<file path="src/logic/song_tables.svh">
// pitch in Hz per note, zero marks a rest
localparam music_pkg::freq_t INTRO_PITCH [music_pkg::INTRO_LEN] = '{
  10'd554,  // c5s
  10'd622,  // e5f
  10'd622,  // e5f
  10'd698,  // f5
  10'd831,  // a5f
  10'd740,  // f5s
  10'd698,  // f5
  10'd622,  // e5f
  10'd554,  // c5s
  10'd622,  // e5f
  10'd0,    // rest
  10'd415,  // a4f
  10'd415   // a4f
};

localparam music_pkg::beats_t INTRO_BEATS [music_pkg::INTRO_LEN] = '{
  4'd6, 4'd10, 4'd6, 4'd6, 4'd1, 4'd1, 4'd1,
  4'd1, 4'd6, 4'd10, 4'd4, 4'd2, 4'd10
};

localparam music_pkg::freq_t VERSE_PITCH [music_pkg::VERSE_LEN] = '{
  10'd0,    // rest
  10'd277,  // c4s
  10'd277,  // c4s
  10'd277,  // c4s
  10'd277,  // c4s
  10'd311,  // e4f
  10'd0,    // rest
  10'd261,  // c4
  10'd233,  // b3f
  10'd208,  // a3f
  10'd0,    // rest
  10'd233,  // b3f
  10'd233,  // b3f
  10'd261,  // c4
  10'd277,  // c4s
  10'd208   // a3f
};

localparam music_pkg::beats_t VERSE_BEATS [music_pkg::VERSE_LEN] = '{
  4'd6, 4'd1, 4'd1, 4'd1, 4'd1, 4'd2, 4'd1, 4'd1,
  4'd1, 4'd5, 4'd1, 4'd1, 4'd1, 4'd1, 4'd3, 4'd1
};

localparam music_pkg::freq_t CHORUS_PITCH [music_pkg::CHORUS_LEN] = '{
  10'd466,  // b4f
  10'd466,  // b4f
  10'd415,  // a4f
  10'd415,  // a4f
  10'd698,  // f5
  10'd698,  // f5
  10'd622,  // e5f
  10'd466,  // b4f
  10'd466,  // b4f
  10'd415,  // a4f
  10'd415,  // a4f
  10'd622,  // e5f
  10'd622,  // e5f
  10'd554,  // c5s
  10'd523,  // c5
  10'd466   // b4f
};

localparam music_pkg::beats_t CHORUS_BEATS [music_pkg::CHORUS_LEN] = '{
  4'd1, 4'd1, 4'd1, 4'd1, 4'd3, 4'd3, 4'd6, 4'd1,
  4'd1, 4'd1, 4'd1, 4'd3, 4'd3, 4'd3, 4'd1, 4'd2
};
</file>
<file path="src/logic/music_pkg.sv">
`default_nettype none

package music_pkg;

  typedef logic [9:0]  freq_t;      // Hz, zero is a rest
  typedef logic [3:0]  beats_t;
  typedef logic [15:0] ms_t;
  typedef logic [15:0] tick_t;      // clock cycles within one ms
  typedef logic [2:0]  part_t;      // 1 to 6
  typedef logic [5:0]  note_idx_t;

  typedef enum logic [1:0] {
    SEC_INTRO,
    SEC_VERSE,
    SEC_CHORUS
  } section_e;

  localparam part_t NUM_PARTS = 3'd6;

  localparam int INTRO_LEN  = 13;
  localparam int VERSE_LEN  = 16;
  localparam int CHORUS_LEN = 16;

  localparam int VERSE_STRETCH = 2;  // verse notes are played at half tempo

  // song order is intro, intro, verse, chorus, verse, chorus
  function automatic section_e part_section(part_t part);
    case (part)
      3'd1, 3'd2: return SEC_INTRO;
      3'd3, 3'd5: return SEC_VERSE;
      default:    return SEC_CHORUS;
    endcase
  endfunction

  function automatic note_idx_t section_len(section_e section);
    case (section)
      SEC_INTRO: return note_idx_t'(INTRO_LEN);
      SEC_VERSE: return note_idx_t'(VERSE_LEN);
      default:   return note_idx_t'(CHORUS_LEN);
    endcase
  endfunction

endpackage

`default_nettype wire

</file>
<file path="src/logic/tone_generator.sv">
`timescale 1ns/1ns
`default_nettype none

module tone_generator (
  input  logic             clk,
  input  logic             rst,
  input  music_pkg::tick_t ticks_per_milli,
  input  music_pkg::freq_t freq,
  output logic             sound
);

  logic [31:0] half_sec;  // cycles in half a second
  logic [31:0] acc;

  assign half_sec = 32'(ticks_per_milli) * 32'd500;

  // two toggles per period, so freq toggles every half second of cycles
  always_ff @(posedge clk) begin
    if (rst) begin
      acc   <= '0;
      sound <= 1'b0;
    end else if (freq == '0) begin
      acc   <= '0;  // rest or gap
      sound <= 1'b0;
    end else if (acc >= half_sec) begin
      acc   <= acc + 32'(freq) - half_sec;
      sound <= ~sound;
    end else begin
      acc <= acc + 32'(freq);
    end
  end

  // holds as long as each note starts from a cleared accumulator
  a_acc_bound: assert property (@(posedge clk) disable iff (rst)
    (freq != '0) |-> (acc < half_sec + 32'(freq)))
    else $error("accumulator %0d overran threshold %0d", acc, half_sec);

endmodule

`default_nettype wire

</file>
<file path="config.mk">
export PLATFORM = sky130hd
export DESIGN_NAME = tone_generator
export DESIGN_NICKNAME = d
export VERILOG_FILES = /design/src/logic/song_tables.svh /design/src/logic/music_pkg.sv /design/src/logic/tone_generator.sv
export SDC_FILE = /design/constraint.sdc
export NUM_CORES = 1
export LEC_CHECK = 0
export CAP_MARGIN = 20
export CORE_AREA = 2 2 105 127
export CTS_BUF_LIST = sky130_fd_sc_hd__clkbuf_16
export CTS_CLUSTER_SIZE = 24
export DETAILED_ROUTE_END_ITERATION = 10
export DIE_AREA = 0 0 107 129
export DONT_BUFFER_PORTS = 1
export PLACE_DENSITY = 0.69
export SLEW_MARGIN = 15
export SYNTH_ARGS = -nofsm -noshare
export SYNTH_HDL_FRONTEND = slang
export SYNTH_SLANG_ARGS = --single-unit
</file>
<file path="constraint.sdc">
create_clock -name clk -period 21.7 [get_ports clk]
set_clock_uncertainty 0.1 [all_clocks]
set_input_delay 4.34 -clock clk [delete_from_list [all_inputs] [get_ports clk]]
set_output_delay 4.34 -clock clk [all_outputs]
set_load 0.01 [all_outputs]
</file>
### Word level (Yosys, flattened, before mapping)

Index checks and enable logic that the tools add are counted.

| cells by class | value |
|---|---|
| $add $sub $neg | 2 |
| multiply operators | 1 |
| divide/modulo/power cells | 0 |
| $lt $le $gt $ge | 1 |
| eq/ne operators | 0 |
| shifts and indexed selects | 0 |
| muxes and demuxes | 1 |
| bitwise logic cells | 1 |
| reductions and logical operators | 2 |

Operators with widths:

| operator | number |
|---|---|
| adder 32 x 10 -> 32 bit | 1 |
| greater-or-equal comparator 32 x 25 -> 1 bit | 1 |
| 2-to-1 mux 32 bit | 1 |
| subtractor 32 x 25 -> 32 bit | 1 |
| multiplier 16 x 7 -> 23 bit, second input constant | 1 |
| logical NOT 10 bit | 1 |
| OR reduction 2 bit | 1 |
| NOT 1 bit | 1 |

| storage, ports and cells | value |
|---|---|
| bits in registers | 33 |
| bits in latches | 0 |
| bits in writable memories | 0 |
| bits in read-only memories | 0 |
| output and inout port bits | 1 |
| logic and storage cells | 10 |
| memories kept | 0 |

### Logic depth before layout (Yosys ltp)

| logic depth | value |
|---|---|
| depth after elaboration | 3 |
| mapped depth | 29 |
| mapped depth without buffers | 28 |

### Worst setup path before layout

OpenSTA, ideal clock, no wires.

| timing path | value |
|---|---|
| path type | input -> register |
| from | in ticks_per_milli[10] |
| to | reg acc[10] |
| setup time | 0.070 ns |
| data arrival time | 10.075 ns |
| slack | 11.455 ns |
| stages | 27 |
| cells stage by stage | inv_1 fa_1 fa_1 inv_1 fa_1 inv_1 fa_1 inv_1 ha_1 a21oi_2 nand2_1 nor3_1 o211ai_1 and2_1 a21oi_1 o21bai_1 a21oi_1 xor2_1 ha_1 a21oi_1 o21ai_0 a2111o_1 a311oi_2 o21ai_2 buf_4 a211o_1 a21oi_1 |

| on the way | value |
|---|---|
| word-level cells in the longest chain between the ends | 3 |

Ends and longest elaborated chain:

| item | line | source |
|---|---|---|
| start: declaration | tone_generator.sv:7 | `input music_pkg::tick_t ticks_per_milli,` |
| multiplier 16 x 7 -> 23 bit | tone_generator.sv:15 | `assign half_sec = 32'(ticks_per_milli) * 32'd500;` |
| greater-or-equal comparator 32 x 25 -> 1 bit | tone_generator.sv:25 | `end else if (acc >= half_sec) begin` |
| 2-to-1 mux 32 bit | tone_generator.sv:25 |  |
| end signal: assignment | tone_generator.sv:26 | `acc <= acc + 32'(freq) - half_sec;` |
| end signal: assignment | tone_generator.sv:29 | `acc <= acc + 32'(freq);` |
| end: declaration | tone_generator.sv:13 | `logic [31:0] acc;` |

Every way passes these cells.
A chain may end at the register's enable or synchronous reset.

### Worst setup path in the final report

| timing path | value |
|---|---|
| from | in ticks_per_milli[10] |
| to | reg acc[26] |

| on the way | value |
|---|---|
| word-level cells in the longest chain between the ends | 3 |
| elaborated cells between the ends (all ways) | 4 |
| those cells by class | add/sub: 1; mul: 1; order compare: 1; mux: 1 |

Ends and longest elaborated chain:

| item | line |
|---|---|
| multiplier 16 x 7 -> 23 bit (*) | tone_generator.sv:15 |
| subtractor 32 x 25 -> 32 bit or greater-or-equal comparator 32 x 25 -> 1 bit (tied branches) | tone_generator.sv:26, tone_generator.sv:25 |
| 2-to-1 mux 32 bit (*) | tone_generator.sv:25 |

Every way passes the cells marked *; elsewhere a longest branch is shown, timed or not.

==> results.py <==
metrics = {
    "outcome": {
        "status": "complete, no violations",
    },
    "sta": {
        "worstMarginPinSlew_ns": 0.823,
        "maxSlewHeadroom": 0.444,
        "post-route-min-period_ns": 10.93,
        "fmax_mhz": 91.5,
        "setup_tns_ns": 0,
        "hold_viol": 0,
        "fin_crit_sh": 0.504,
        "setup_viol": 0,
        "maxSlewViolCount": 0,
        "rsz0062_at_grt": "no",
    },
    "clock_tree": {
        "clockBufferDepth": 2,
        "cts_buffers": 5,
        "cts_tree": "done",
        "clockRootBuffer": "clkbuf_16",
        "clkSinkCount": 33,
        "cts_hold_buf": 0,
        "clk_latency_ns": 0.28,
        "cts_resized": 0,
        "htree_levels": 2,
        "clk_pin_slew_worst_paths_ns": 0.06,
        "post_cts_buffers": 0,
    },
    "synth": {
        "synth.avg_cell_area_um2": 8.53,
        "synth.yosys.seq_area_share": 0.0980,
        "synth_largest_area_cell": "ha_1",
        "ys_top_cells_by_area": "ha_1, fa_1, dfxtp_1, inv_1, xnor2_1",
        "synth_cell_types": 74,
        "ys.flop_type": "dfxtp_1",
        "syn-cell-area_um2": 6740,
        "synthCells": 791,
        "synth_enable_flop_cells": 0,
        "async_reset_ff_frac": 0,
        "syn-num-nets": 982,
        "synth_top_area_share": 0.199,
        "yosys_warnings": 0,
        "ys_ff_latch": 33,
    },
    "finish": {
        "fin_area_um2": 7060,
        "fin_util": 0.562,
        "layout_common_cells": "inv_1, ha_1, a21oi_1",
        "area_growth_pct": 4.66,
        "drive_gt1_frac": 0.0634,
        "finalNetCount": 979,
        "final_common_cell": "inv_1",
        "antenna_cells": 0,
    },
    "place": {
        "numPortBuffers": 0,
        "gp_congestion": 0.924,
        "post-dp-hpwl_um": 13300,
        "place_area_um2": 6900,
    },
    "routing": {
        "vias": 5605,
        "drtAntennaViolNets": 0,
        "via_per_inst": 5.88,
        "post-route-drc-count": 0,
        "drt-total-wl_um": 15600,
        "wl_per_cell_um": 16.4,
        "drtIter0Drc": 326,
        "first_pass_iters": 8,
    },
    "min_path": {
        "holdPathStages": 2,
        "hp-class": "reg -> reg",
    },
    "worst_setup_path": {
        "reg2regPathDepth": 21,
        "setup.worst_path.class": "in -> reg",
        "cp-start-kind": "input pin",
        "arrival_ns": 10.97,
        "cp-end-kind": "flip-flop",
        "worstPathMaxFanout": 35,
        "cp.required_ns": 21.74,
    },
    "global_route": {
        "antenna_found_initial": 0,
        "gr-total-overflow": 0,
        "grt_pass1_wl_um": 26600,
        "grt_usage": 0.236,
        "grt_pass1_vias": 5816,
        "grt_max_degree": 36,
    },
    "die": {
        "start_util": 0.537,
        "dieArea_um2": 13800,
        "ios": 29,
        "rows": 45,
        "die_w_um": 107,
        "die_h_um": 129,
        "core_area_um2": 12600,
    },
    "flow_run": {
        "cap_violations": 0,
    },
}
==> synthesized netlist by cell type, types with 3 or more instances <==
master and n:
inv_1 109, nor4_1 6, or2_2 5, a41oi_1 3, a211oi_1 13, o21ai_1 4, clkbuf_1 5, xor2_1 25
o211ai_1 8, buf_2 6, dfxtp_1 33, nand4_1 11, xnor2_1 39, nand2b_1 8, nor2_1 51, o2111ai_1 4
a31o_2 3, ha_1 107, nor2b_1 9, o21a_1 8, nand3_1 22, mux2i_1 13, o21ai_0 21, a31oi_1 3
fa_1 56, a211o_1 6, and3_1 9, a21o_1 12, and2_1 5, nor3_1 11, nand3b_1 3, o31ai_1 3
o21bai_1 9, o31a_1 4, a21oi_1 57, a21oi_2 4, nand2_1 51
==> worst paths after layout <==
path / start / end / slack (ns)
hold / removal: sound$_SDFFE_PP0N_ / sound$_SDFFE_PP0N_ / 0.49
setup reg to reg: acc[0]$_SDFF_PP0_ / acc[26]$_SDFF_PP0_ / 16.68
hold reg to reg: sound$_SDFFE_PP0N_ / sound$_SDFFE_PP0N_ / 0.49
setup / recovery: ticks_per_milli[10] / acc[26]$_SDFF_PP0_ / 10.77
==> through the flow <==
stage,hold slack (ns),worst slack [ns],instances
CTS,0.487,10.78,952
global placement,0.465,10.81,944
detailed placement,0.478,10.50,944
finish,0.487,10.77,953
floorplan,0.440,11.45,791
global route,0.528,10.32,953
==> metal layers <==
metal	up-vias	wire [um]	GRT usage
li1	2761	-	-
met1	2679	6690	0.282
met2	133	8050	0.448
met3	32	578	0.0228
met4	0	318	0.0619
met5	-	0	0
==> sequential cells by signal, indices dropped and copies added, names as in the netlist <==
signal	cells
acc	32
sound	1
==> layout make-up <==
class,count,area (um^2)
Clock buffer,5,125
Clock inverter,3,17.5
Fill cell,1182,5500
Inverter,110,413
Multi-Input combinational cell,636,5610
Sequential cell,33,661
Tap cell,164,205
Timing Repair Buffer,2,22.5
==> logic make-up (layout without fill, tap and decap cells) <==
| group | after synthesis | after routing | share of synthesized area |
|---|---|---|---|
| simple gates | 209 | 209 | 0.164 |
| compound gates | 186 | 186 | 0.199 |
| fa+ha+maj | 163 | 163 | 0.365 |
| buf+inv | 122 | 120 | 0.0696 |
| xor+xnor | 65 | 65 | 0.0855 |
| flops | 33 | 33 | 0.0980 |
| mux | 13 | 13 | 0.0193 |
==> worst max-delay path, cell delays in order <==
cell	delay, ns
inv_1	0.20
fa_1	0.50
fa_1	0.54
inv_1	0.06
fa_1	0.50
inv_1	0.05
fa_1	0.49
inv_1	0.04
ha_1	0.37
a21oi_2	0.23
nand2_1	0.07
nor3_1	0.23
o211ai_1	0.19
and2_1	0.20
a21oi_1	0.33
o21bai_1	0.10
a21oi_1	0.25
xor2_1	0.10
ha_1	0.31
nand2_1	0.08
nor4_1	0.30
a2111o_1	0.18
a311oi_2	0.05
o21ai_2	0.15
buf_4	0.39
nand2b_1	0.25
o311ai_1	0.33
o31ai_1	0.12
Power is not shown: default switching activity piles up to over one toggle a cycle in this logic, so the estimate is an artifact.
