$ cat config.mk
export PLATFORM = sky130hd
export DESIGN_NAME = segment_display
export DESIGN_NICKNAME = d
export VERILOG_FILES = /design/src/logic/song_tables.svh /design/src/logic/music_pkg.sv /design/src/logic/segment_display.sv
export SDC_FILE = /design/constraint.sdc
export NUM_CORES = 1
export LEC_CHECK = 0
export ABC_AREA = 1
export ABC_CLOCK_PERIOD_IN_PS = 800
export BUFFER_PORTS_ARGS = -buffer_cell sky130_fd_sc_hd__clkbuf_2
export CELL_PAD_IN_SITES_DETAIL_PLACEMENT = 1
export CELL_PAD_IN_SITES_GLOBAL_PLACEMENT = 1
export CORE_AREA = 4 4 41 43
export DETAILED_ROUTE_END_ITERATION = 7
export DIE_AREA = 0 0 45 47
export PLACE_DENSITY = 0.42
export SYNTH_ARGS = -nofsm -noshare
export SYNTH_HDL_FRONTEND = slang
export SYNTH_SLANG_ARGS = --single-unit
$ cat constraint.sdc
create_clock -name vclk -period 0.8
set_input_delay 0 -clock vclk [all_inputs]
set_output_delay 0 -clock vclk [all_outputs]
set_load 0.05 [all_outputs]
$ cat src/logic/song_tables.svh
// pitch in Hz per note, zero marks a rest
localparam music_pkg::freq_t INTRO_PITCH [music_pkg::INTRO_LEN] = '{
  10'd554,  // c5s
  10'd622,  // e5f
  10'd622,  // e5f
  10'd698,  // f5
  10'd831,  // a5f
  10'd740,  // f5s
  10'd698,  // f5
  10'd622,  // e5f
  10'd554,  // c5s
  10'd622,  // e5f
  10'd0,    // rest
  10'd415,  // a4f
  10'd415   // a4f
};

localparam music_pkg::beats_t INTRO_BEATS [music_pkg::INTRO_LEN] = '{
  4'd6, 4'd10, 4'd6, 4'd6, 4'd1, 4'd1, 4'd1,
  4'd1, 4'd6, 4'd10, 4'd4, 4'd2, 4'd10
};

localparam music_pkg::freq_t VERSE_PITCH [music_pkg::VERSE_LEN] = '{
  10'd0,    // rest
  10'd277,  // c4s
  10'd277,  // c4s
  10'd277,  // c4s
  10'd277,  // c4s
  10'd311,  // e4f
  10'd0,    // rest
  10'd261,  // c4
  10'd233,  // b3f
  10'd208,  // a3f
  10'd0,    // rest
  10'd233,  // b3f
  10'd233,  // b3f
  10'd261,  // c4
  10'd277,  // c4s
  10'd208   // a3f
};

localparam music_pkg::beats_t VERSE_BEATS [music_pkg::VERSE_LEN] = '{
  4'd6, 4'd1, 4'd1, 4'd1, 4'd1, 4'd2, 4'd1, 4'd1,
  4'd1, 4'd5, 4'd1, 4'd1, 4'd1, 4'd1, 4'd3, 4'd1
};

localparam music_pkg::freq_t CHORUS_PITCH [music_pkg::CHORUS_LEN] = '{
  10'd466,  // b4f
  10'd466,  // b4f
  10'd415,  // a4f
  10'd415,  // a4f
  10'd698,  // f5
  10'd698,  // f5
  10'd622,  // e5f
  10'd466,  // b4f
  10'd466,  // b4f
  10'd415,  // a4f
  10'd415,  // a4f
  10'd622,  // e5f
  10'd622,  // e5f
  10'd554,  // c5s
  10'd523,  // c5
  10'd466   // b4f
};

localparam music_pkg::beats_t CHORUS_BEATS [music_pkg::CHORUS_LEN] = '{
  4'd1, 4'd1, 4'd1, 4'd1, 4'd3, 4'd3, 4'd6, 4'd1,
  4'd1, 4'd1, 4'd1, 4'd3, 4'd3, 4'd3, 4'd1, 4'd2
};
$ cat src/logic/music_pkg.sv
`default_nettype none

package music_pkg;

  typedef logic [9:0]  freq_t;      // Hz, zero is a rest
  typedef logic [3:0]  beats_t;
  typedef logic [15:0] ms_t;
  typedef logic [15:0] tick_t;      // clock cycles within one ms
  typedef logic [2:0]  part_t;      // 1 to 6
  typedef logic [5:0]  note_idx_t;

  typedef enum logic [1:0] {
    SEC_INTRO,
    SEC_VERSE,
    SEC_CHORUS
  } section_e;

  localparam part_t NUM_PARTS = 3'd6;

  localparam int INTRO_LEN  = 13;
  localparam int VERSE_LEN  = 16;
  localparam int CHORUS_LEN = 16;

  localparam int VERSE_STRETCH = 2;  // verse notes are played at half tempo

  // song order is intro, intro, verse, chorus, verse, chorus
  function automatic section_e part_section(part_t part);
    case (part)
      3'd1, 3'd2: return SEC_INTRO;
      3'd3, 3'd5: return SEC_VERSE;
      default:    return SEC_CHORUS;
    endcase
  endfunction

  function automatic note_idx_t section_len(section_e section);
    case (section)
      SEC_INTRO: return note_idx_t'(INTRO_LEN);
      SEC_VERSE: return note_idx_t'(VERSE_LEN);
      default:   return note_idx_t'(CHORUS_LEN);
    endcase
  endfunction

endpackage

`default_nettype wire

$ cat src/logic/segment_display.sv
`timescale 1ns/1ns
`default_nettype none

module segment_display (
  input  music_pkg::part_t shown_part,
  input  logic             sounding,
  output logic [7:0]       led
);

  logic [6:0] segments;  // bit 0 is the top bar, bit 6 the middle

  always_comb begin
    case (shown_part)
      3'd0:    segments = 7'b0111111;
      3'd1:    segments = 7'b0000110;
      3'd2:    segments = 7'b1011011;
      3'd3:    segments = 7'b1001111;
      3'd4:    segments = 7'b1100110;
      3'd5:    segments = 7'b1101101;
      3'd6:    segments = 7'b1111100;  // six without the top bar
      default: segments = 7'b0000000;
    endcase
  end

  assign led = {sounding, segments};  // dot on while a note sounds

endmodule

`default_nettype wire

### Word level (Yosys, flattened, before mapping)

Index checks and enable logic that the tools add are counted.

* register bits after elaboration: 0
* bits in latches: 0
* RAM bits: 0
* bits in read-only memories: 0
* output and inout port bits: 8
* memories: 0

* add/subtract/negate cells: 0
* multipliers: 0
* div/mod/pow operators: 0
* order comparisons: 0
* eq/ne operators: 6
* shifts and indexed selects: 0
* multiplexer cells: 1
* bitwise operators: 0
* reductions and logical operators: 1

Operators by type and width (number)
* one-hot mux 7 bit (7 select lines): 1
* == test 3 bit, second input constant: 3
* == test 3 x 2 -> 1 bit, second input constant: 2
* == test 3 x 1 -> 1 bit, second input constant: 1
* zero test 3 bit: 1

### Longest topological paths before layout

Gate-level depths: netlist of the first run.

* word-level depth: 2
* depth in mapped cells: 4
* gate-level depth less buffers: 4

### Worst setup path after synthesis of the first run

OpenSTA, ideal clock, no wires.

* kind: input to output
* start: in shown_part[1]
* end: out led[6]
* arrival time: 1.152 ns
* setup slack: -0.352 ns
* stages on the path: 2
* buffers on the path: 0
* path through: inv_1 o21ai_0

* word-level cells in the longest chain between the ends: 2
* elaborated cells between the ends (all ways): 8
* classes of those cells: eq/ne (6); mux (1); reduce/logical (1)

RTL lines
* start: declaration: RTL line segment_display.sv:5 `input music_pkg::part_t shown_part,`
* == test 3 bit, or another cell as far along: RTL line segment_display.sv:13 `case (shown_part)`
* one-hot mux 7 bit (7 select lines) (*): RTL line segment_display.sv:13
* end: declaration: RTL line segment_display.sv:7 `output logic [7:0] led`

Every way passes the cells marked *; elsewhere a longest branch is shown, timed or not.

### Worst setup path in the final report of the first run

* start: in shown_part[0]
* end: out led[3]

Same word-level chain as after synthesis.

==> flow_summary.json, run 1 <==
{
  "vdd_drop_max_mv": 0.145,
  "grtUsageTotal_pct": 3.70,
  "setup_viol": 0,
  "routabilityCongestion": 0.680,
  "worstHoldStart": "sounding",
  "startpoint": "shown_part[0]",
  "post-route-period-util_pct": 90.7,
  "crit_fanout": 5,
  "ys_warn_count": 0,
  "path_class": "input pin to output pin",
  "initial_utilization_pct": 6.44,
  "avgSynthCellArea_um2": 4.41,
  "core_um2": 1300,
  "synth_area_um2": 83.8,
  "leakage_nw": 0.0978,
  "fillCellCount": 183,
  "grt_first_pass_wirelength_um": 627,
  "ioPinCount": 12,
  "dieHeight_um": 47,
  "grt_remaining_overflow": 0,
  "slew_violations": 0,
  "arrival_ns": 0.73,
  "worst_pin_slew_ns": 0.281,
  "syn_to_final_growth_pct": 97.0,
  "fp.dieW_um": 45,
  "crit_path_top_delay_cell": "clkbuf_2",
  "vias": 149,
  "die_area_um2": 2120,
  "wl_per_cell_um": 8.55,
  "endpoint_kind": "output pin",
  "layout_common_cells": "8 x nand2_1, 8 x clkbuf_2, 3 x inv_1",
  "postRouteAntennaNets": 0,
  "finalPower_w": 0.000190,
  "crit_chain": "clkbuf_2, inv_1, nand2_1, nand3_1, nand2_1, clkbuf_2",
  "max_freq_ghz": 1.38,
  "synthCells": 19,
  "drive_gt1_share_pct": 48.3,
  "rsz0062_at_grt": "false",
  "setup_ws_ns": 0.0744,
  "slew_headroom_pct": 81.3,
  "rows": 13,
  "cp_top_family": "buffers and inverters",
  "crit_path_max_incr_delay_ns": 0.27,
  "p_per_area_nw_per_um2": 1150,
  "outcome": "completed",
  "syn-num-nets": 23,
  "seq_cells": 0,
  "grt_max_degree": 7,
  "path_buf_inv": 3,
  "timing.final.crit_period_ns": 0.726,
  "synth_cell_type_count": 8,
  "antenna_found_initial": 0,
  "nClkBuffers": 0,
  "dr.pass1.iters": 1,
  "drv_cap": 0,
  "worstSetupStartpointType": "input pin",
  "insertedDiodeCount": 0,
  "yosysSeqAreaShare_pct": 0,
  "drt-vias-per-instance": 3.39,
  "register_area_um2": 0,
  "drc": 0,
  "dpl.hpwl_um": 343,
  "hold_class": "input pin to output pin",
  "port-buffer-count": 10,
  "drt_iter0_markers": 0,
  "cp.required_ns": 0.80,
  "grt_pass1_vias": 157,
  "postCtsHoldBufs": 0,
  "nNetsFinal": 35,
  "drt_wl_total_um": 376,
  "hold_violations": 0,
  "pre_cts_slack_ns": 0.0202,
  "setup_tns_ns": 0
}
==> report_power, final <==
part / switching (W) / total, W / internal [W]
clock network: 0 / 0 / 0
registers: 0 / 0 / 0
logic: 0.000145 / 0.000190 / 0.0000448
==> area by class of cell <==
class | count | area [um^2] | area share (%)
multi-input cells | 15 | 72.6 | 43.9
well taps | 15 | 18.8 | 11.4
repair buffers | 11 | 62.6 | 37.9
inverters | 3 | 11.3 | 6.82
==> timing repair <==
| action | CTS | global route |
|---|---|---|
| buffers inserted | 0 | 0 |
| resized for setup | 0 | 4 |
| endpoints found under the setup margin | 0 | 2 |
==> worst paths after layout <==
path | to | depth (start not counted) | slack [ns]
worst max-delay path | led[3] | 6 | 0.07
worst min-delay path | led[7] | 0 | 0.00002
==> cell usage after synthesis <==
cell | count | area, um^2
buf_4 | 1 | 7.51
nor2_2 | 1 | 6.26
nand3_1 | 1 | 5.00
nand2_1 | 8 | 30.0
nor2_1 | 1 | 3.75
o21ai_0 | 2 | 10.0
a21oi_1 | 2 | 10.0
inv_1 | 3 | 11.3
==> per-layer routing <==
metal,share of wire [%],track usage (%),vias up
li1,-,-,78
met1,50,5.62,66
met2,48,6.21,5
met3,1.6,0,0
met4,0,0,0
met5,0,0,-
==> per-stage QoR <==
| step | hold WS [ns] | instance area [um^2] | util, % | instances |
|---|---|---|---|---|
| 2_1_floorplan | 0.0884 | 91.3 | - | 19 |
| 3_3_place_gp | 0.000589 | 160 | 12.3 | 44 |
| 3_5_place_dp | 0.000589 | 160 | 12.3 | 44 |
| 4_1_cts | 0.000589 | 160 | 12.3 | 44 |
| 5_1_grt | 0.0000967 | 165 | 12.7 | 44 |
| 6_report | 0.0000220 | 165 | 12.7 | 44 |
==> cell families (layout without fill, tap and decap cells) <==
| family | after synthesis | after routing | share of synthesized area (%) |
|---|---|---|---|
| buf+inv | 4 | 14 | 22.4 |
| simple gates | 11 | 11 | 53.7 |
| compound gates | 4 | 4 | 23.9 |
Power figures use the tool's default switching activity.
==> run 2, diff against run 1 <==
- REMOVE_ABC_BUFFERS: unset -> 1
==> run 2 against run 1 <==
  * Worst setup slack improved by 0.028 ns
  * Largest cell class unchanged
  * Critical path type unchanged
  * Non-clock buffer count fell by 1
  * Flip-flop and latch count did not move
  * Via count fell by 8.1%
  * Global-route usage fell by 0.39 points
  * Critical endpoint is now led[6]
  * Count of clock-buffer cells in the layout did not move
==> flow_summary.json, run 2 (synthesis gave the netlist of run 1 again) <==
{
  "outcome": "completed",
  "postRouteAntennaNets": 0,
  "vdd_drop_max_mv": 0.141,
  "dr.pass1.iters": 1,
  "setup_viol": 0,
  "dpl.hpwl_um": 298,
  "drt_wl_total_um": 325,
  "die_area_um2": 2120,
  "finish.utilization_pct": 11.5,
  "dieHeight_um": 47,
  "leakage_nw": 0.0922,
  "grt_pass1_vias": 147,
  "cp.required_ns": 0.80,
  "port-buffer-count": 10,
  "hold_class": "input pin to output pin",
  "ioPinCount": 12,
  "crit_path_max_incr_delay_ns": 0.30,
  "endpoint_kind": "output pin",
  "crit_fanout": 5,
  "fp.dieW_um": 45,
  "max_freq_ghz": 1.43,
  "grtUsageTotal_pct": 3.30,
  "wl_per_cell_um": 7.56,
  "fillCellCount": 176,
  "post_cts_buffers": 0,
  "drt-vias-per-instance": 3.19,
  "grt_first_pass_wirelength_um": 565,
  "hold_end": "led[7]",
  "worstSetupStartpointType": "input pin",
  "finalPower_w": 0.000179,
  "seq_cells": 0,
  "core_um2": 1300,
  "drive_gt1_share_pct": 39.3,
  "worst_pin_slew_ns": 0.279,
  "register_area_um2": 0,
  "routabilityCongestion": 0.732,
  "worstHoldStart": "sounding",
  "timing.final.crit_period_ns": 0.697,
  "drt_iter0_markers": 0,
  "layout_common_cells": "8 x nand2_1, 7 x clkbuf_2, 3 x inv_1",
  "insertedDiodeCount": 0,
  "nClkBuffers": 0,
  "antenna_found_initial": 0,
  "multiInputGateArea_um2": 65.1,
  "grt_max_degree": 8,
  "post-route-period-util_pct": 87.2,
  "p_per_area_nw_per_um2": 1190,
  "path_buf_inv": 2,
  "pre_cts_slack_ns": 0.0342,
  "initial_utilization_pct": 6.44,
  "syn_to_final_growth_pct": 79.1,
  "grt_remaining_overflow": 0,
  "crit_chain": "clkbuf_2, nand2_1, nand2_1, o21ai_0, clkbuf_2",
  "path_class": "input pin to output pin",
  "hold_violations": 0,
  "setup_ws_ns": 0.103,
  "arrival_ns": 0.70,
  "hold_path_depth": 0,
  "vias": 137,
  "nNetsFinal": 34,
  "crit_path_top_delay_cell": "clkbuf_2",
  "drv_cap": 0,
  "slew_headroom_pct": 81.5,
  "final_common_cell": "nand2_1",
  "whs_ns": 0.000109,
  "rsz0062_at_grt": "false",
  "cp_top_family": "buffers and inverters",
  "rows": 13,
  "slew_violations": 0,
  "drc": 0
}
==> run 2: how the worst max path moves through the flow <==
stage,from,endpoint,slack (ns),depth (start not counted)
finish,shown_part[0],led[6],0.10,5
global route,shown_part[0],led[0],0.008,5
CTS,shown_part[0],led[0],0.03,5
detailed placement,shown_part[0],led[0],0.03,5
global placement,shown_part[0],led[0],0.04,5
floorplan,shown_part[1],led[6],-0.35,2
==> run 2: stage by stage <==
stage	cells	TNS [ns]	instance area [um^2]
after floorplan	18	-0.820	76.3
after global placement	43	0	145
after detailed placement	43	0	145
after CTS	43	0	145
after global routing	43	0	150
final	43	0	150
==> run 2: where the power goes <==
group / switching (W) / leakage (nW) / internal (W)
logic: 0.000140 / 0.0922 / 0.0000395
clock network: 0 / 0 / 0
registers: 0 / 0 / 0
total: 0.000140 / 0.0922 / 0.0000395
==> run 2: repair_timing <==
action,CTS,global route
hold buffers,0,0
hold endpoints to repair,0,0
setup endpoints to repair,0,3
resized for setup,0,5
==> run 2: metal layers <==
layer	global-route usage (%)	wire length, um
met1	5.39	181
met2	5.08	123
met3	0	20
met4	0	0
met5	0	0
==> run 2: final cells by class <==
type	instances	area share, %
multi-input combinational	15	43.3
timing repair buffer	10	36.7
tap	15	12.5
inverter	3	7.50
