--- config.mk ---
export PLATFORM = sky130hd
export DESIGN_NAME = note_sequencer
export DESIGN_NICKNAME = d
export VERILOG_FILES = /design/src/logic/song_tables.svh /design/src/logic/music_pkg.sv /design/src/logic/note_sequencer.sv
export SDC_FILE = /design/constraint.sdc
export NUM_CORES = 1
export LEC_CHECK = 0
export BUFFER_PORTS_ARGS = -buffer_cell sky130_fd_sc_hd__buf_2
export CAP_MARGIN = 20
export CORE_MARGIN = 1.5
export CORE_UTILIZATION = 60
export DETAILED_ROUTE_END_ITERATION = 8
export HOLD_SLACK_MARGIN = 0.12
export PLACE_DENSITY = 0.81
export RECOVER_POWER = 100
export SLEW_MARGIN = 20
export SYNTH_ARGS = -nofsm -noshare
export SYNTH_HDL_FRONTEND = slang
export SYNTH_SLANG_ARGS = --single-unit
--- constraint.sdc ---
create_clock -name clk -period 7.85 [get_ports clk]
set_input_delay 0.3925 -clock clk [delete_from_list [all_inputs] [get_ports clk]]
set_output_delay 0.3925 -clock clk [all_outputs]
set_load 0.01 [all_outputs]
--- src/logic/song_tables.svh ---
// pitch in Hz per note, zero marks a rest
localparam music_pkg::freq_t INTRO_PITCH [music_pkg::INTRO_LEN] = '{
  10'd554,  // c5s
  10'd622,  // e5f
  10'd622,  // e5f
  10'd698,  // f5
  10'd831,  // a5f
  10'd740,  // f5s
  10'd698,  // f5
  10'd622,  // e5f
  10'd554,  // c5s
  10'd622,  // e5f
  10'd0,    // rest
  10'd415,  // a4f
  10'd415   // a4f
};

localparam music_pkg::beats_t INTRO_BEATS [music_pkg::INTRO_LEN] = '{
  4'd6, 4'd10, 4'd6, 4'd6, 4'd1, 4'd1, 4'd1,
  4'd1, 4'd6, 4'd10, 4'd4, 4'd2, 4'd10
};

localparam music_pkg::freq_t VERSE_PITCH [music_pkg::VERSE_LEN] = '{
  10'd0,    // rest
  10'd277,  // c4s
  10'd277,  // c4s
  10'd277,  // c4s
  10'd277,  // c4s
  10'd311,  // e4f
  10'd0,    // rest
  10'd261,  // c4
  10'd233,  // b3f
  10'd208,  // a3f
  10'd0,    // rest
  10'd233,  // b3f
  10'd233,  // b3f
  10'd261,  // c4
  10'd277,  // c4s
  10'd208   // a3f
};

localparam music_pkg::beats_t VERSE_BEATS [music_pkg::VERSE_LEN] = '{
  4'd6, 4'd1, 4'd1, 4'd1, 4'd1, 4'd2, 4'd1, 4'd1,
  4'd1, 4'd5, 4'd1, 4'd1, 4'd1, 4'd1, 4'd3, 4'd1
};

localparam music_pkg::freq_t CHORUS_PITCH [music_pkg::CHORUS_LEN] = '{
  10'd466,  // b4f
  10'd466,  // b4f
  10'd415,  // a4f
  10'd415,  // a4f
  10'd698,  // f5
  10'd698,  // f5
  10'd622,  // e5f
  10'd466,  // b4f
  10'd466,  // b4f
  10'd415,  // a4f
  10'd415,  // a4f
  10'd622,  // e5f
  10'd622,  // e5f
  10'd554,  // c5s
  10'd523,  // c5
  10'd466   // b4f
};

localparam music_pkg::beats_t CHORUS_BEATS [music_pkg::CHORUS_LEN] = '{
  4'd1, 4'd1, 4'd1, 4'd1, 4'd3, 4'd3, 4'd6, 4'd1,
  4'd1, 4'd1, 4'd1, 4'd3, 4'd3, 4'd3, 4'd1, 4'd2
};
--- src/logic/music_pkg.sv ---
`default_nettype none

package music_pkg;

  typedef logic [9:0]  freq_t;      // Hz, zero is a rest
  typedef logic [3:0]  beats_t;
  typedef logic [15:0] ms_t;
  typedef logic [15:0] tick_t;      // clock cycles within one ms
  typedef logic [2:0]  part_t;      // 1 to 6
  typedef logic [5:0]  note_idx_t;

  typedef enum logic [1:0] {
    SEC_INTRO,
    SEC_VERSE,
    SEC_CHORUS
  } section_e;

  localparam part_t NUM_PARTS = 3'd6;

  localparam int INTRO_LEN  = 13;
  localparam int VERSE_LEN  = 16;
  localparam int CHORUS_LEN = 16;

  localparam int VERSE_STRETCH = 2;  // verse notes are played at half tempo

  // song order is intro, intro, verse, chorus, verse, chorus
  function automatic section_e part_section(part_t part);
    case (part)
      3'd1, 3'd2: return SEC_INTRO;
      3'd3, 3'd5: return SEC_VERSE;
      default:    return SEC_CHORUS;
    endcase
  endfunction

  function automatic note_idx_t section_len(section_e section);
    case (section)
      SEC_INTRO: return note_idx_t'(INTRO_LEN);
      SEC_VERSE: return note_idx_t'(VERSE_LEN);
      default:   return note_idx_t'(CHORUS_LEN);
    endcase
  endfunction

endpackage

`default_nettype wire

--- src/logic/note_sequencer.sv ---
`timescale 1ns/1ns
`default_nettype none

module note_sequencer (
  input  logic                 clk,
  input  logic                 rst,
  input  music_pkg::tick_t     ticks_per_milli,
  input  music_pkg::freq_t     pitch,
  input  music_pkg::ms_t       note_ms,
  input  logic                 last_note,
  output music_pkg::part_t     part,
  output music_pkg::part_t     shown_part,
  output music_pkg::note_idx_t note_idx,
  output music_pkg::freq_t     freq,
  output logic                 sounding
);
  import music_pkg::*;

  typedef enum logic [1:0] {
    PH_LOAD,
    PH_SOUND,
    PH_GAP
  } phase_e;

  phase_e phase;
  tick_t  tick_cnt;    // cycles into the current ms
  ms_t    ms_cnt;      // ms into the current phase
  ms_t    note_len;
  ms_t    gap_len;
  ms_t    phase_len;
  logic   milli_done;
  logic   phase_done;

  assign milli_done = (tick_cnt == ticks_per_milli - tick_t'(1));
  assign phase_len  = (phase == PH_GAP) ? gap_len : note_len;
  assign phase_done = milli_done && (ms_cnt == phase_len - ms_t'(1));

  // note lengths only change in the load cycle
  always_ff @(posedge clk) begin
    if (phase == PH_LOAD) begin
      note_len <= note_ms;
      gap_len  <= note_ms / ms_t'(3);  // silence is a third of the note
    end
  end

  always_ff @(posedge clk) begin
    if (rst) begin
      phase      <= PH_LOAD;
      tick_cnt   <= '0;
      ms_cnt     <= '0;
      part       <= part_t'(1);
      shown_part <= part_t'(1);
      note_idx   <= '0;
      freq       <= '0;
      sounding   <= 1'b0;
    end else begin
      case (phase)
        PH_LOAD: begin
          freq       <= pitch;  // zero for a rest
          sounding   <= 1'b1;
          shown_part <= part;   // display follows the note, not the pointer
          tick_cnt   <= '0;
          ms_cnt     <= '0;
          phase      <= PH_SOUND;
          if (last_note) begin
            note_idx <= '0;
            part     <= (part == NUM_PARTS) ? part_t'(1) : part + part_t'(1);
          end else begin
            note_idx <= note_idx + note_idx_t'(1);
          end
        end
        default: begin  // sound and gap count the same way
          if (milli_done) begin
            tick_cnt <= '0;
            ms_cnt   <= ms_cnt + ms_t'(1);
          end else begin
            tick_cnt <= tick_cnt + tick_t'(1);
          end
          if (phase_done) begin
            ms_cnt <= '0;
            if (phase == PH_SOUND) begin
              freq     <= '0;
              sounding <= 1'b0;
              // very short notes have no gap at all
              phase    <= (gap_len != '0) ? PH_GAP : PH_LOAD;
            end else begin
              phase <= PH_LOAD;
            end
          end
        end
      endcase
    end
  end

  a_part_range: assert property (@(posedge clk) disable iff (rst)
    (part >= part_t'(1)) && (part <= NUM_PARTS))
    else $error("part %0d out of range", part);

  // the tone generator relies on a zero pitch to go quiet
  a_quiet_when_off: assert property (@(posedge clk) disable iff (rst)
    !sounding |-> (freq == '0))
    else $error("freq %0d while not sounding", freq);

endmodule

`default_nettype wire

After elaboration in Yosys (flattened, before gate mapping). Index checks and enable logic that the tools add are counted.

Add/subtract/negate cells: 6. Multiply operators: 0. Div/mod/pow operators: 1. $lt $le $gt $ge: 0. Eq/ne operators: 5. Shift-type cells: 0. Mux-type cells: 13. Bitwise operators: 0. Reduce and logical (&&, ||, !) cells: 10.

Operators by type and width (number): 16-bit by 1-bit adder with 16-bit output, second input constant (2); 16-bit == test (2); 16-bit by 1-bit subtractor with 16-bit output, second input constant (2); 10-bit 2-to-1 mux (3); 16-bit by 2-bit divider with 16-bit output, second input constant (1); 16-bit 2-to-1 mux (1); 16-bit nonzero test (1); 6-bit by 1-bit adder with 6-bit output, second input constant (1); 6-bit 2-to-1 mux (1); 3-bit OR reduction (2); 1-bit 2-to-1 mux (5); 2-bit 2-to-1 mux (2); 2-bit AND reduction (2); 2-bit nonzero test (2); 3-bit by 1-bit adder with 3-bit output, second input constant (1); 3-bit == test, second input constant (1); 3-bit 2-to-1 mux (1); 2-bit by 1-bit == test with 1-bit output, second input constant (1); 2-bit == test, second input constant (1); 2-bit logical NOT (1); 2-bit OR reduction (1); 1-bit logical AND (1).

Bits in registers: 89. Latch bits: 0. RAM bits: 0. Bits in read-only memories: 0. Output and inout bits: 23. Word-level logic and storage cells: 46. Memories: 0.

Longest topological paths before layout.
Depth after elaboration: 7. Mapped depth: 18. Mapped depth without buffers: 16.

Least setup slack after synthesis. No wires, ideal clock.

Path type: flip-flop to flip-flop. Start: reg phase[1]. End: reg freq[4]. Setup time: 0.128 ns. Data arrival time: 3.896 ns. Required time: 7.722 ns. Path slack: 3.826 ns. Stages on the path, launching flop included: 19. Buffers on the path: 5. Cell sequence: dfxtp_1 nor2b_1 clkbuf_1 buf_2 buf_2 buf_2 mux2i_1 ha_1 nand4_1 a211o_1 nor2_1 xnor2_1 a211o_1 nor4_1 o2111ai_1 a21o_1 clkbuf_1 a22oi_1 nor2_1.

Cells in the longest elaborated chain, start to end: 7.

Ends and longest elaborated chain: from (decl) (RTL line note_sequencer.sv:25) `phase_e phase;`; from (signal assigned) (RTL line note_sequencer.sv:85) `phase <= (gap_len != '0) ? PH_GAP : PH_LOAD;`; 2-bit == test (RTL line note_sequencer.sv:35) `assign phase_len = (phase == PH_GAP) ? gap_len : note_len;`; 16-bit 2-to-1 mux (RTL line note_sequencer.sv:35); 16-bit by 1-bit subtractor with 16-bit output (RTL line note_sequencer.sv:36) `assign phase_done = milli_done && (ms_cnt == phase_len - ms_t'(1));`; 16-bit == test (RTL line note_sequencer.sv:36); 1-bit logical AND (RTL line note_sequencer.sv:36); 2-bit nonzero test (no source line); 2-bit AND reduction (no source line); to (signal assigned) (RTL line note_sequencer.sv:59) `freq <= pitch;`; to (decl) (RTL line note_sequencer.sv:14) `output music_pkg::freq_t freq,`.

Several ways; a longest one is shown, not always the timed one. A chain may end at the register's enable or synchronous reset.

Worst setup path in the final report.
Start: in note_ms[10]. End: reg gap_len[0] (data pin).

Cells in the longest elaborated chain, start to end: 1.

Ends and longest elaborated chain: from (decl) (RTL line note_sequencer.sv:9) `input music_pkg::ms_t note_ms,`; 16-bit by 2-bit divider with 16-bit output (RTL line note_sequencer.sv:42) `gap_len <= note_ms / ms_t'(3);`; to (signal assigned) (RTL line note_sequencer.sv:42); to (decl) (RTL line note_sequencer.sv:29) `ms_t gap_len;`.

No other way between the ends.

==> results.py <==
metrics = {
    "outcome": {
        "outcome": "finished with violations",
        "violations": "capacitance limit, slew limit",
    },
    "global_route": {
        "grt_pass1_vias": 4803,
        "grt_max_degree": 43,
        "grt_overflow": 0,
        "grt_pass1_wl_mm": 21.1,
        "antenna_found_initial": 0,
        "track_usage_pct": 24.8,
    },
    "worst_setup_path": {
        "cp.required_ns": 7.95,
        "endpoint_kind": "flip-flop",
        "path_cells": "clkbuf_1 > or3b_1 > o211a_1 > o22ai_1 > or2_0 > a211oi_1 > a211o_1 > a31oi_1 > mux2i_1 > or2_0 > o221a_2 > nor3_1 > inv_1 > ha_1 > nor4_1 > nor3b_2",
        "cpPeakStageDelay_ns": 0.64,
        "r2r_end": "ms_cnt[13]$_SDFFE_PP0P_",
        "critPathTopFamily": "simple AND/OR/NAND/NOR gates",
        "slowest_stage": "or2_0",
        "timing.rr.start": "phase[1]$_SDFFE_PP0P_",
        "reg2regPathDepth": 13,
        "cp.arrival_ns": 5.28,
        "crit_top_cell": "or2_0",
        "worstSetupPathType": "input port to flip-flop",
        "startpoint": "note_ms[10]",
        "worst_setup_path_start_kind": "input port",
        "path_buf_inv": 2,
        "crit_fanout": 15,
        "reg2reg_slack_ns": 2.93,
    },
    "power_and_ir_drop": {
        "power_uw": 1030,
        "power_leakage_uw": 0.00220,
        "swShare_pct": 28.9,
        "ir_drop_mv": 0.0720,
        "p_per_area_mw_per_mm2": 162,
        "p_int_uw": 731,
        "power.net_switching_uw": 298,
        "power_frac_seq_pct": 49.8,
        "clockPowerShare_pct": 30.8,
        "combPwrFrac_pct": 19.4,
    },
    "floorplanning": {
        "die_w_um": 103,
        "die_y_um": 103,
        "start_util_pct": 61.5,
        "dieArea_mm2": 0.0105,
        "core_area_mm2": 0.00968,
        "ios": 68,
        "std_cell_rows": 36,
    },
    "clock_tree": {
        "clk_pin_slew_worst_paths_ns": 0.09,
        "cts_max_level": 3,
        "cts_made_buffers": 9,
        "cts.path.max_buffers": 2,
        "cts_resized": 0,
        "cts_setup_buffers": 0,
        "postCtsHoldBufs": 0,
        "cts_tree": "built",
        "clock_latency_ns": 0.36,
        "clockRootBuffer": "clkbuf_8",
        "cts_sinks": 88,
    },
    "sta": {
        "rsz0062_at_grt": "no",
        "hold_viol_final": 0,
        "skew_ns": 0.0172,
        "slew_viol_final": 79,
        "setup-tns-final_ns": 0,
        "setup_violations": 0,
        "fmax_mhz": 193,
        "worst_slew_pin_slew_ns": 1.98,
        "period_minus_slack_ns": 5.17,
        "relSlewSlack_pct": -31.9,
        "period_share_pct": 65.9,
    },
    "cells_and_area": {
        "design_area_mm2": 0.00635,
        "diodes": 0,
        "area_growth_pct": 6.73,
        "fin_nets": 797,
        "drive_gt1_share_pct": 8.66,
    },
    "yosys": {
        "synth-main-ff-cell": "dfxtp_1",
        "synth.distinct_cells": 84,
        "synth.most_common_cell": "nor2_1",
        "synth_top_cell_by_area": "dfxtp_1",
        "synth_nets": 753,
        "synth_top_family_by_area": "simple AND/OR/NAND/NOR gates",
        "synthArstFlopShare_pct": 0,
        "syn_area_mm2": 0.00595,
        "synthSimpleGateAreaFrac_pct": 24.4,
        "avgSynthCellArea_um2": 8.48,
        "synth_common_cells": "83 x nor2_1, 59 x nand2_1, 57 x dfxtp_1, 46 x xnor2_1, 39 x a21oi_1",
        "yosys_warnings": 0,
        "ys_seq_elements": 88,
        "synth_edf_count": 31,
        "synth-xor-area-share_pct": 11.8,
        "synth_area_leaders": "dfxtp_1 19%, edfxtp_1 16%, xnor2_1 6.8%",
        "yosysSeqAreaShare_pct": 34.8,
        "synth_compound_area_share_pct": 18.2,
        "synth_top_area_share_pct": 19.2,
        "synth_fa_ha_area_share_pct": 1.43,
        "syn_inst": 702,
        "synth.area.mux_share_pct": 3.91,
    },
    "hold_path": {
        "hold-path-cell-count": 3,
        "hold_start": "pitch[1]",
        "whs_endpoint": "freq[1]$_SDFFE_PP0P_",
        "hold_class": "input port to flip-flop",
    },
    "placement": {
        "io_buffers": 67,
        "place_area_mm2": 0.00624,
        "hpwl_mm": 9.35,
        "gp_congestion": 0.846,
    },
    "detailed_routing": {
        "ant_nets": 0,
        "wl_mm": 12.7,
        "wire_per_inst_um": 14.4,
        "vias_per_cell": 6.02,
        "drtPass1Iterations": 5,
        "drc": 0,
        "via_count": 5323,
        "first_iter_violations": 252,
    },
    "run": {
        "max_cap_viol_count": 2,
    },
}
registers in the layout (all words and copies together), names as in the netlist:
name / cells
freq: 10
note_idx: 6
note_len: 16
sounding: 1
shown_part: 3
ms_cnt: 16
phase: 2
gap_len: 15
part: 3
tick_cnt: 16
placed cells by master (no fill, tap or decap), types with 17 or more instances in the layout:
master	n
nor2_1	83
nand2_1	59
dfxtp_1	57
xnor2_1	46
clkbuf_1	41
a21oi_1	39
xor2_1	34
nor3_1	32
edfxtp_1	31
o21ai_0	29
buf_2	28
nand3_1	24
inv_1	23
mux2i_1	21
nand4_1	17
cell type report:
cell class | count | area (um^2)
clock buffer | 10 | 138
sequential | 88 | 2070
multi-input combinational | 553 | 3520
clock inverter | 6 | 65.1
tap | 133 | 166
inverter | 25 | 93.8
fill | 866 | 3330
timing repair buffer | 69 | 294
metal layers:
metal / GRT usage [%] / vias to the layer above / wire length (um)
li1: - / 2646 / -
met1: 29.9 / 2495 / 5480
met2: 44.0 / 150 / 6460
met3: 4.34 / 32 / 461
met4: 9.69 / 0 / 319
met5: 0 / - / 0
cell families (layout without fill, tap and decap cells):
kind of cell / Yosys count / in the layout
simple gates: 289 / 289
compound gates: 154 / 154
flops: 88 / 88
xor+xnor: 80 / 80
buf+inv: 61 / 110
mux: 23 / 23
fa+ha+maj: 7 / 7
worst register-to-register path: stages, from the launching register on:
cell	delay [ns]
dfxtp_1	0.44
nor2b_2	0.18
clkbuf_1	1.26
mux2i_1	0.40
ha_1	0.26
nand4_1	0.18
nor2_1	0.19
mux2_2	0.35
o32ai_1	0.12
mux2i_1	0.11
nor4_1	0.38
o2111ai_1	0.30
nand2_1	0.50
nor2_1	0.12
power by group through the flow:
stage	clock network (uW)	logic, uW	registers [uW]
4_1_cts	323	206	512
6_report	316	200	512
3_5_place_dp	0	205	522
5_1_grt	341	222	515
3_3_place_gp	0	197	521
2_1_floorplan	0	162	521
worst max-delay path by stage:
stage / end / cells after the start
floorplan: freq[4]$_SDFFE_PP0P_ / 18
global placement: gap_len[0]$_DFFE_PP_ / 16
detailed placement: gap_len[0]$_DFFE_PP_ / 16
CTS: gap_len[0]$_DFFE_PP_ / 16
global route: gap_len[0]$_DFFE_PP_ / 16
finish: gap_len[0]$_DFFE_PP_ / 16
stage by stage:
stage	instances	util [%]	hold WS (ns)	setup slack, ns
2_1_floorplan	702	-	0.451	3.83
3_3_place_gp	868	64.4	0.440	3.43
3_5_place_dp	868	64.4	0.452	3.22
4_1_cts	884	66.5	0.232	3.61
5_1_grt	884	65.6	0.279	2.38
6_report	884	65.6	0.275	2.68
(Power assumes the default switching activity.)
